**config.mk**
```make
export PLATFORM = sky130hd
export DESIGN_NAME = ising_mem_top
export DESIGN_NICKNAME = d
export VERILOG_FILES = /design/src/ising_mem_pkg.sv /design/src/ising_mem_top.sv /design/src/j_port_router.sv /design/src/l1_bank.sv /design/src/host_addr_decoder.sv
export SDC_FILE = /design/constraint.sdc
export NUM_CORES = 2
export LEC_CHECK = 0
export BUFFER_PORTS_ARGS = -buffer_cell sky130_fd_sc_hd__buf_2
export CAP_MARGIN = 40
export CORE_UTILIZATION = 60
export DETAILED_ROUTE_END_ITERATION = 10
export MAX_ROUTING_LAYER = met4
export PLACE_DENSITY = 0.75
export REMOVE_ABC_BUFFERS = 1
export SLEW_MARGIN = 40
export SYNTH_ARGS = -nofsm -noshare
export SYNTH_HDL_FRONTEND = slang
export SYNTH_SLANG_ARGS = --single-unit
```
**constraint.sdc**
```tcl
create_clock -name clk_i -period 2.2 [get_ports clk_i]
set_input_delay 0.11 -clock clk_i [delete_from_list [all_inputs] [get_ports clk_i]]
set_output_delay 0.11 -clock clk_i [all_outputs]
set_load 0.1 [all_outputs]
```
**src/ising_mem_pkg.sv**
```systemverilog
// shared sizes, word types and host bus structs of the Ising L1 memory
// word addresses only, the J region must fit below FLIP_BASE
package ising_mem_pkg;

    ////////////////////////////////////////////////////////////
    // core sizes
    ////////////////////////////////////////////////////////////
    localparam int NUM_SPIN   = 16;
    localparam int BIT_J      = 4;  // bits per coupling weight
    localparam int J_DEPTH    = 16; // one row per spin
    localparam int FLIP_DEPTH = 8;

    // host bus
    localparam int HOST_AW = 6;  // word address
    localparam int HOST_DW = 64;

    ////////////////////////////////////////////////////////////
    // word types
    ////////////////////////////////////////////////////////////
    // one J row holds the weights of a spin towards all others
    typedef logic [NUM_SPIN*BIT_J-1:0] j_word_t;
    typedef logic [NUM_SPIN-1:0]       flip_word_t;

    ////////////////////////////////////////////////////////////
    // address map
    ////////////////////////////////////////////////////////////
    localparam logic [HOST_AW-1:0] J_BASE    = 6'd0;
    localparam logic [HOST_AW-1:0] FLIP_BASE = 6'd16;
    // map ends at FLIP_BASE + FLIP_DEPTH, anything above is unmapped

    ////////////////////////////////////////////////////////////
    // bus structs
    ////////////////////////////////////////////////////////////
    typedef struct packed {
        logic               valid;
        logic               write;
        logic [HOST_AW-1:0] addr;
        logic [HOST_DW-1:0] wdata;
    } host_req_t;

    typedef struct packed {
        logic               rvalid;
        logic               err;   // unmapped access
        logic [HOST_DW-1:0] rdata;
    } host_rsp_t;

    // host port of a bank, addr is local to the region
    typedef struct packed {
        logic               valid;
        logic               write;
        logic [HOST_AW-1:0] addr;
        logic [HOST_DW-1:0] wdata; // bank keeps only the low bits
    } bank_req_t;

endpackage
```
**src/ising_mem_top.sv**
```systemverilog
// L1 memory side of the Ising core, host bus plus direct J and flip ports
// every path has one cycle latency, JDepth must not exceed FLIP_BASE
`timescale 1ns/100ps

module ising_mem_top #(
    parameter int JDepth    = ising_mem_pkg::J_DEPTH,
    parameter int FlipDepth = ising_mem_pkg::FLIP_DEPTH
) (
    input  logic                         clk_i,
    input  logic                         rst_n_i,

    // host bus
    input  ising_mem_pkg::host_req_t     host_req_i,
    output ising_mem_pkg::host_rsp_t     host_rsp_o,

    // J direct port, requester picked by mode
    input  logic                         mode_select_i,
    input  logic                         j_ren_i,
    input  logic [$clog2(JDepth)-1:0]    j_raddr_i,
    output ising_mem_pkg::j_word_t       j_rdata_o,
    output logic                         j_rvalid_o,
    input  logic                         weight_ren_i,
    input  logic [$clog2(JDepth)-1:0]    weight_raddr_i,
    output ising_mem_pkg::j_word_t       weight_o,
    output logic                         weight_rvalid_o,

    // flip direct port
    input  logic                         flip_ren_i,
    input  logic [$clog2(FlipDepth)-1:0] flip_raddr_i,
    output ising_mem_pkg::flip_word_t    flip_rdata_o,
    output logic                         flip_rvalid_o
);

    ising_mem_pkg::bank_req_t    j_req;
    ising_mem_pkg::bank_req_t    flip_req;
    ising_mem_pkg::j_word_t      j_host_rdata;
    ising_mem_pkg::flip_word_t   flip_host_rdata;
    logic                        j_bank_en;
    logic [$clog2(JDepth)-1:0]   j_bank_addr;
    ising_mem_pkg::j_word_t      j_bank_data;

    ////////////////////////////////////////////////////////////
    // host side
    ////////////////////////////////////////////////////////////
    host_addr_decoder #(
        .JDepth       (JDepth         ),
        .FlipDepth    (FlipDepth      )
    ) i_host_addr_decoder (
        .clk_i        (clk_i          ),
        .rst_n_i      (rst_n_i        ),
        .host_req_i   (host_req_i     ),
        .j_req_o      (j_req          ),
        .flip_req_o   (flip_req       ),
        .j_rdata_i    (j_host_rdata   ),
        .flip_rdata_i (flip_host_rdata),
        .host_rsp_o   (host_rsp_o     )
    );

    ////////////////////////////////////////////////////////////
    // banks
    ////////////////////////////////////////////////////////////
    l1_bank #(
        .word_t       (ising_mem_pkg::j_word_t),
        .Depth        (JDepth         )
    ) i_l1_j (
        .clk_i        (clk_i          ),
        .host_req_i   (j_req          ),
        .host_rdata_o (j_host_rdata   ),
        .rd_en_i      (j_bank_en      ),
        .rd_addr_i    (j_bank_addr    ),
        .rd_data_o    (j_bank_data    )
    );

    l1_bank #(
        .word_t       (ising_mem_pkg::flip_word_t),
        .Depth        (FlipDepth      )
    ) i_l1_flip (
        .clk_i        (clk_i          ),
        .host_req_i   (flip_req       ),
        .host_rdata_o (flip_host_rdata),
        .rd_en_i      (flip_ren_i     ),
        .rd_addr_i    (flip_raddr_i   ),
        .rd_data_o    (flip_rdata_o   )
    );

    // flip reads have a single requester, so one flop carries the valid
    always_ff @(posedge clk_i or negedge rst_n_i) begin
        if (!rst_n_i) begin
            flip_rvalid_o <= 1'b0;
        end else begin
            flip_rvalid_o <= flip_ren_i;
        end
    end

    ////////////////////////////////////////////////////////////
    // J port sharing
    ////////////////////////////////////////////////////////////
    j_port_router #(
        .JDepth          (JDepth         )
    ) i_j_port_router (
        .clk_i           (clk_i          ),
        .rst_n_i         (rst_n_i        ),
        .mode_select_i   (mode_select_i  ),
        .j_ren_i         (j_ren_i        ),
        .j_raddr_i       (j_raddr_i      ),
        .weight_ren_i    (weight_ren_i   ),
        .weight_raddr_i  (weight_raddr_i ),
        .bank_en_o       (j_bank_en      ),
        .bank_addr_o     (j_bank_addr    ),
        .bank_data_i     (j_bank_data    ),
        .j_rdata_o       (j_rdata_o      ),
        .j_rvalid_o      (j_rvalid_o     ),
        .weight_o        (weight_o       ),
        .weight_rvalid_o (weight_rvalid_o)
    );

endmodule

```
**src/j_port_router.sv**
```systemverilog
// shares the J direct port between load (mode 0) and compute (mode 1)
// results follow the mode of their request cycle, one read in flight per cycle
`timescale 1ns/100ps

module j_port_router #(
    parameter int JDepth = ising_mem_pkg::J_DEPTH
) (
    input  logic                      clk_i,
    input  logic                      rst_n_i,
    input  logic                      mode_select_i, // 0 load, 1 compute

    // load requester
    input  logic                      j_ren_i,
    input  logic [$clog2(JDepth)-1:0] j_raddr_i,

    // compute requester
    input  logic                      weight_ren_i,
    input  logic [$clog2(JDepth)-1:0] weight_raddr_i,

    // J bank direct port
    output logic                      bank_en_o,
    output logic [$clog2(JDepth)-1:0] bank_addr_o,
    input  ising_mem_pkg::j_word_t    bank_data_i,

    // results
    output ising_mem_pkg::j_word_t    j_rdata_o,
    output logic                      j_rvalid_o,
    output ising_mem_pkg::j_word_t    weight_o,
    output logic                      weight_rvalid_o
);

    typedef struct packed {
        logic load;
        logic compute;
    } route_t;

    route_t route_d;
    route_t route_q;

    ////////////////////////////////////////////////////////////
    // request mux
    ////////////////////////////////////////////////////////////
    always_comb begin
        if (mode_select_i) begin
            bank_en_o   = weight_ren_i;
            bank_addr_o = weight_raddr_i;
        end else begin
            bank_en_o   = j_ren_i;
            bank_addr_o = j_raddr_i;
        end
    end

    // remember who asked, the mode may flip before the data is back
    assign route_d.load    = bank_en_o & !mode_select_i;
    assign route_d.compute = bank_en_o & mode_select_i;

    always_ff @(posedge clk_i or negedge rst_n_i) begin
        if (!rst_n_i) begin
            route_q <= '0;
        end else begin
            route_q <= route_d;
        end
    end

    ////////////////////////////////////////////////////////////
    // result steering
    ////////////////////////////////////////////////////////////
    assign j_rvalid_o      = route_q.load;
    assign weight_rvalid_o = route_q.compute;
    assign j_rdata_o       = route_q.load    ? bank_data_i : '0;
    assign weight_o        = route_q.compute ? bank_data_i : '0; // idle requester sees zero

endmodule

```
**src/l1_bank.sv**
```systemverilog
// single clock bank, host read/write port plus one direct read port
// direct read sees the old word on a same-cycle host write, contents not reset
`timescale 1ns/100ps

module l1_bank #(
    parameter type word_t = logic [63:0],
    parameter int  Depth  = 16
) (
    input  logic                     clk_i,

    // host side
    input  ising_mem_pkg::bank_req_t host_req_i,
    output word_t                    host_rdata_o,

    // direct read side
    input  logic                     rd_en_i,
    input  logic [$clog2(Depth)-1:0] rd_addr_i,
    output word_t                    rd_data_o
);

    localparam int AW = $clog2(Depth);
    localparam int WW = $bits(word_t);

    word_t           mem_q [Depth];
    logic [AW-1:0]   host_addr;
    word_t           host_wdata;
    logic            host_we;
    logic            host_re;

    ////////////////////////////////////////////////////////////
    // host port
    ////////////////////////////////////////////////////////////
    // the decoder only passes addresses inside the region
    assign host_addr  = host_req_i.addr[AW-1:0];
    assign host_wdata = host_req_i.wdata[WW-1:0]; // drop bits above the word
    assign host_we    = host_req_i.valid & host_req_i.write;
    assign host_re    = host_req_i.valid & !host_req_i.write;

    always_ff @(posedge clk_i) begin
        if (host_we) begin
            mem_q[host_addr] <= host_wdata;
        end
    end

    always_ff @(posedge clk_i) begin
        if (host_re) begin
            host_rdata_o <= mem_q[host_addr];
        end
    end

    ////////////////////////////////////////////////////////////
    // direct read port
    ////////////////////////////////////////////////////////////
    // nonblocking write above gives read-before-write on a collision
    always_ff @(posedge clk_i) begin
        if (rd_en_i) begin
            rd_data_o <= mem_q[rd_addr_i];
        end
    end

endmodule

```
**src/host_addr_decoder.sv**
```systemverilog
// routes host requests to the J or flip bank, no back-pressure
// mapped writes give no response, unmapped accesses answer with err one cycle later
`timescale 1ns/100ps

module host_addr_decoder #(
    parameter int JDepth    = ising_mem_pkg::J_DEPTH,
    parameter int FlipDepth = ising_mem_pkg::FLIP_DEPTH
) (
    input  logic                      clk_i,
    input  logic                      rst_n_i,
    input  ising_mem_pkg::host_req_t  host_req_i,
    output ising_mem_pkg::bank_req_t  j_req_o,
    output ising_mem_pkg::bank_req_t  flip_req_o,
    input  ising_mem_pkg::j_word_t    j_rdata_i,
    input  ising_mem_pkg::flip_word_t flip_rdata_i,
    output ising_mem_pkg::host_rsp_t  host_rsp_o
);

    // one extra bit so region ends never wrap
    typedef logic [ising_mem_pkg::HOST_AW:0] addr_ext_t;

    typedef struct packed {
        logic rvalid;
        logic err;
        logic from_flip;
    } rsp_state_t;

    localparam addr_ext_t JLo    = addr_ext_t'(ising_mem_pkg::J_BASE);
    localparam addr_ext_t JHi    = JLo + addr_ext_t'(JDepth);
    localparam addr_ext_t FlipLo = addr_ext_t'(ising_mem_pkg::FLIP_BASE);
    localparam addr_ext_t FlipHi = FlipLo + addr_ext_t'(FlipDepth);

    addr_ext_t  addr_ext;
    logic       hit_j;
    logic       hit_flip;
    logic       unmapped;
    rsp_state_t rsp_d;
    rsp_state_t rsp_q;

    ////////////////////////////////////////////////////////////
    // region decode
    ////////////////////////////////////////////////////////////
    assign addr_ext = addr_ext_t'(host_req_i.addr);
    assign hit_j    = (addr_ext >= JLo) && (addr_ext < JHi);
    assign hit_flip = !hit_j && (addr_ext >= FlipLo) && (addr_ext < FlipHi);
    assign unmapped = !hit_j && !hit_flip;

    always_comb begin
        j_req_o.valid = host_req_i.valid & hit_j;
        j_req_o.write = host_req_i.write;
        j_req_o.addr  = host_req_i.addr - ising_mem_pkg::J_BASE; // local word index
        j_req_o.wdata = host_req_i.wdata;

        flip_req_o.valid = host_req_i.valid & hit_flip;
        flip_req_o.write = host_req_i.write;
        flip_req_o.addr  = host_req_i.addr - ising_mem_pkg::FLIP_BASE;
        flip_req_o.wdata = host_req_i.wdata;
    end

    ////////////////////////////////////////////////////////////
    // response tracking
    ////////////////////////////////////////////////////////////
    always_comb begin
        rsp_d.rvalid    = host_req_i.valid & (!host_req_i.write | unmapped);
        rsp_d.err       = host_req_i.valid & unmapped;
        rsp_d.from_flip = hit_flip; // picks the bank whose data comes back
    end

    always_ff @(posedge clk_i or negedge rst_n_i) begin
        if (!rst_n_i) begin
            rsp_q <= '0;
        end else begin
            rsp_q <= rsp_d;
        end
    end

    // bank data is already registered, so only the mux sits here
    always_comb begin
        host_rsp_o.rvalid = rsp_q.rvalid;
        host_rsp_o.err    = rsp_q.err;
        if (rsp_q.err) begin
            host_rsp_o.rdata = '0;
        end else if (rsp_q.from_flip) begin
            host_rsp_o.rdata = {{(ising_mem_pkg::HOST_DW - ising_mem_pkg::NUM_SPIN){1'b0}},
                                flip_rdata_i};
        end else begin
            host_rsp_o.rdata = j_rdata_i;
        end
    end

endmodule

```
* Word level (Yosys, flattened, before mapping) *
Memories as Yosys holds them, arrays and structs flattened. A register that Yosys moved wholly into a read port is not among the register bits.
Cells that the tools add are included.

storage, ports and cells
  register bits after elaboration = 6
  memories kept = 2
  logic and storage cells = 42
  RAM bits = 1152
  output and inout port bits = 213

memory list
  memory           words  bits a word  rd ports  clocked after Yosys merged registers in  wr ports  RTL line       RTL
  i_l1_j.mem_q     16     64           2         2                                        1         l1_bank.sv:24  word_t mem_q [Depth];
  i_l1_flip.mem_q  8      16           2         2                                        1         l1_bank.sv:24

cells by class
  add/subtract/negate cells = 1
  bitwise gates (word level) = 11
  reductions and logical operators = 8
  muxes and demuxes = 10
  $lt $le $gt $ge = 4

operators by type and width
  kind                                                                                 number
  64-bit 2-to-1 mux                                                                    4
  6-bit by 5-bit less-than comparator with 1-bit output, second input constant         2
  1-bit AND                                                                            10
  6-bit by 1-bit greater-or-equal comparator with 1-bit output, second input constant  1
  6-bit by 5-bit greater-or-equal comparator with 1-bit output, second input constant  1
  1-bit 2-to-1 mux                                                                     5
  1-bit logical AND                                                                    4
  1-bit zero test                                                                      4
  4-bit 2-to-1 mux                                                                     1
  3-bit by 1-bit subtractor with 3-bit output, second input constant                   1
  1-bit OR                                                                             1

* Longest topological paths before layout *
  word-level depth = 9
  depth in mapped cells = 7
  mapped depth without buffers = 4

* Modules after synthesis *
From an unflattened synthesis, not the netlist that was laid out.

second synthesis, totals
  cell total of the unflattened synthesis = 2981
  area total of the unflattened synthesis = 59424.5 um2

by module, submodules not included
  module               area an instance (um2)  cells each  times used  sequential area each (um2)
  l1_bank (i_l1_j)     49575.0                 2252        1           34593.2
  l1_bank (i_l1_flip)  6917.9                  328         1           4804.6
  host_addr_decoder    1836.8                  249         1           75.1
  j_port_router        1069.8                  151         1           50.0
  ising_mem_top        25.0                    1           1           25.0

* Least setup slack after synthesis *
No wires, ideal clock.

  kind = in2reg
  start point = input host_req_i[64] in the netlist's numbering
  end point = memory i_l1_j.mem_q[0][0] in the netlist's numbering, enable pin
  stages = 5
  path slack = -5427 ps
  required time = 1557 ps
  library setup time = 643 ps
  path buffers = 4
  arrival = 6984 ps
  cell sequence = buf_2 > buf_2 > buf_2 > buf_2 > nor4_1

on the way
  longest elaborated chain between the ends = 6

RTL lines
  element                                                                                                                                RTL line                 RTL
  from (decl)                                                                                                                            ising_mem_top.sv:13      input ising_mem_pkg::host_req_t host_req_i,
  6-bit by 1-bit greater-or-equal comparator with 1-bit output or 6-bit by 5-bit less-than comparator with 1-bit output (tied branches)  host_addr_decoder.sv:44  assign hit_j = (addr_ext >= JLo) && (addr_ext < JHi);
  1-bit logical AND                                                                                                                      host_addr_decoder.sv:44
  1-bit AND                                                                                                                              host_addr_decoder.sv:49  j_req_o.valid = host_req_i.valid & hit_j;
  1-bit AND                                                                                                                              l1_bank.sv:36            assign host_we = host_req_i.valid & host_req_i.write;
  1-bit 2-to-1 mux                                                                                                                       l1_bank.sv:40            if (host_we) begin
  1-bit 2-to-1 mux (implied by the code)                                                                                                 l1_bank.sv:41            mem_q[host_addr] <= host_wdata;
  to (decl)                                                                                                                              l1_bank.sv:24

Parallel ways exist; a longest one is shown, timed or not.

==> flow_metrics.tcl <==
set metrics [dict create \
    yosysWarnings 0 \
    cts-buffers-inserted 133 \
    ir_drop_mv 0.686 \
    dieArea_um2 99000 \
    layout-drive-gt1-share_pct 35.0 \
    hp-class "in -> reg" \
    grt_max_degree 61 \
    ant_nets 0 \
    grt-ovfl-total 0 \
    setup_violations 25 \
    root_buffer "clkbuf_16" \
    dr.pass1.iters 6 \
    insertion_delay_ns 0.75 \
    syn2layout_area_growth_pct 22.9 \
    cts_max_level 4 \
    cp.required_ns 2.09 \
    p_comb_share_pct 11.5 \
    core_area_um2 96700 \
    fin_util_pct 74.5 \
    wl_per_cell_um 33.1 \
    arrival_ns 2.12 \
    synth-compound-area-share_pct 2.89 \
    hold_viol_final 0 \
    p_sw_share_pct 23.9 \
    num_rows 114 \
    synth_simple_gate_area_share_pct 3.35 \
    period_minus_slack_ns 2.23 \
    timing.final.ws_setup_ns -0.0344 \
    antenna_found_initial 10 \
    worst_pin_slew_ns 0.676 \
    cts.sinks 1318 \
    synth_top_family_by_area "multiplexers" \
    synth_fa_ha_area_share_pct 0 \
    synth_cell_types 34 \
    switchingPower_w 0.0139 \
    max-slew-margin-rel_pct 54.9 \
    dp_cells 4733 \
    syn_area_um2 58600 \
    pin_count 302 \
    crit_path_end_kind "primary output" \
    drc 0 \
    finalMaxSlewViolations 0 \
    syn_avg_cell_area_um2 19.1 \
    ys_ff_latch 1318 \
    die_height_um 315 \
    cp-start-kind "flop" \
    viasPerCell 6.97 \
    drt_iter0_markers 4545 \
    clk_pin_slew_ns 0.06 \
    period_share_pct 102 \
    power_density_nw_per_um2 805 \
    grt_pass1_wl_um 243000 \
    grtUsageTotal_pct 35.4 \
    intPower_w 0.0441 \
    worstPathMaxFanout 24 \
    yosys.area_share.xor_xnor_pct 0 \
    finalClockSkew_ns 0.0227 \
    crit_type "reg -> out" \
    run_status "complete, but fails checks" \
    synth_mux_area_share_pct 24.4 \
    gp_congestion 0.886 \
    violations "negative setup slack" \
    cap_violations 0 \
    tritoncts "done" \
    p_leak_nw 25.5 \
    ys_seq_area_share_pct 67.4 \
    p_total_w 0.0580 \
    p_seq_share_pct 48.6 \
    stdcell_area_um2 72100 \
    cts_max_path_buffers 3 \
    drt_wl_total_um 168000 \
    nets 3769 \
    fmax_mhz 448 \
    postPlaceCellArea_um2 66200 \
    r2r_cells 2 \
    hold_depth 3 \
    port_buffers 301 \
    fin_cells 5081 \
    rsz0062_at_grt "yes" \
    syn-instance-count 3070 \
    die_w_um 315 \
    pwr-share-clk_pct 39.9 \
    dp_hpwl_um 103000 \
    start_util_pct 60.6 \
    grt_pass1_vias 36500 \
    vias 35400 \
]
[power groups by stage]
stage               Combinational [W]  Sequential (W)  Clock, W
finish                        0.00667          0.0282    0.0232
global route                  0.00688          0.0282    0.0242
CTS                           0.00661          0.0282    0.0233
detailed placement            0.00626          0.0287         0
global placement              0.00614          0.0287         0
floorplan                     0.00435          0.0288         0
[routing by layer]
metal	wire, um	vias up	global-route usage [%]
met5	0	-	-
met4	7780	0	14.7
met3	18500	552	6.73
met2	83600	2532	56.9
met1	58200	18200	44.6
li1	-	14200	-
[synthesized netlist by cell type]
library cell,n,area share [%]
edfxtp_1,1312,67
mux2i_1,529,9.0
mux4_2,384,15
o22ai_1,256,2.7
and2_1,177,1.9
buf_2,119,1.0
clkbuf_1,66,0.42
or4_1,66,0.85
nor2_1,34,0.22
mux2_2,33,0.63
buf_4,21,0.27
buf_1,14,0.090
nor3_1,10,0.085
nand2b_1,7,0.075
dfrtp_1,6,0.26
o21ai_2,6,0.090
nand2_1,5,0.032
buf_6,4,0.077
and3b_1,2,0.030
nor2b_1,2,0.021
nor3b_1,2,0.026
nor4_1,2,0.021
o21ai_4,2,0.055
a21oi_1,1,0.0085
and3_1,1,0.011
and3b_4,1,0.021
inv_1,1,0.0064
mux2i_2,1,0.023
nand3_1,1,0.0085
nand4_1,1,0.011
nor3b_2,1,0.021
or2_2,1,0.011
or3_1,1,0.011
or3b_2,1,0.015
[critical path, stage by stage, from the launching register on]
cell     delay [ns]
dfrtp_1        0.41
nor2_4         0.21
buf_12         0.29
and2_4         0.25
buf_12         0.18
[cells by family after synthesis]
| kind of cell | count (synthesis) |
|---|---|
| flops | 1318 |
| mux | 947 |
| simple gates | 315 |
| compound gates | 265 |
| buf+inv | 225 |
[final timing paths]
kind	slack, ns	endpoint	start
max in group asynchronous	1.53	i_j_port_router.j_rvalid_o$_DFF_PN0_	rst_n_i
max reg2reg	0.46	i_l1_j.host_rdata_o[60]$_DFFE_PP_	i_l1_j.mem_q[0][60]$_DFFE_PP_
min in group asynchronous	0.37	i_host_addr_decoder.rsp_q[0]$_DFF_PN0_	rst_n_i
min	0.08	i_l1_flip.mem_q[0][13]$_DFFE_PP_	host_req_i[64]
min reg2reg	0.73	i_l1_j.rd_data_o[62]$_DFFE_PP_	i_l1_j.mem_q[0][62]$_DFFE_PP_
max	-0.03	host_rsp_o[63]	i_host_addr_decoder.host_rsp_o[64]$_DFF_PN0_
[cell type report]
class                           count  area [um2]
Antenna cell                       15        37.5
Clock buffer                      164        3620
Clock inverter                     81         855
Fill cell                        5267       24600
Inverter                            1        3.75
Multi-Input combinational cell   1527       18300
Sequential cell                  1318       39600
Tap cell                         1276        1600
Timing Repair Buffer              699        8120
[layout by cell type, fill, tap and decap left out, drive strengths merged]
| master | count |
|---|---|
| a21oi | 1 |
| and2 | 177 |
| and3 | 1 |
| and3b | 3 |
| buf | 616 |
| bufinv | 15 |
| clkbuf | 165 |
| clkinv | 55 |
| clkinvlp | 7 |
| dfrtp | 6 |
| diode | 15 |
| dlygate4sd3 | 82 |
| edfxtp | 1312 |
| inv | 5 |
| mux2 | 33 |
| mux2i | 530 |
| mux4 | 384 |
| nand2 | 5 |
| nand2b | 7 |
| nand3 | 1 |
| nand4 | 1 |
| nor2 | 34 |
| nor2b | 2 |
| nor3 | 10 |
| nor3b | 3 |
| nor4 | 2 |
| o21ai | 8 |
| o22ai | 256 |
| or2 | 1 |
| or3 | 1 |
| or3b | 1 |
| or4 | 66 |
[repair_timing]
action / 4_1_cts / 5_1_grt
cloned: 3 / 1
pin swaps: 8 / 11
buffers inserted: 1 / 1
gates resized for setup: 183 / 6
hold buffers: 82 / 0
endpoints found under the setup margin: 186 / 64
endpoints found under the hold margin: 1254 / 0
[registers in the layout, indices dropped and copies added (netlist names)]
name,count
i_host_addr_decoder.rsp_q,1
i_l1_flip.host_rdata_o,16
i_l1_flip.mem_q,128
i_j_port_router.weight_rvalid_o,1
i_l1_j.rd_data_o,64
i_l1_flip.rd_data_o,16
i_j_port_router.j_rvalid_o,1
flip_rvalid_o,1
i_l1_j.host_rdata_o,64
i_host_addr_decoder.host_rsp_o,2
i_l1_j.mem_q,1024
[per-stage QoR]
stage / hold slack [ns] / setup TNS, ns / setup slack, ns
floorplan: -0.186 / -5229.39 / -37.50
global placement: -0.0292 / -3.13 / -0.149
detailed placement: -0.0226 / -5.49 / -0.202
CTS: 0.0314 / -1.09 / -0.0757
global route: 0.0674 / -1.96 / -0.0711
finish: 0.0757 / -0.511 / -0.0344
Note: power is estimated with default switching activity, not from simulation.
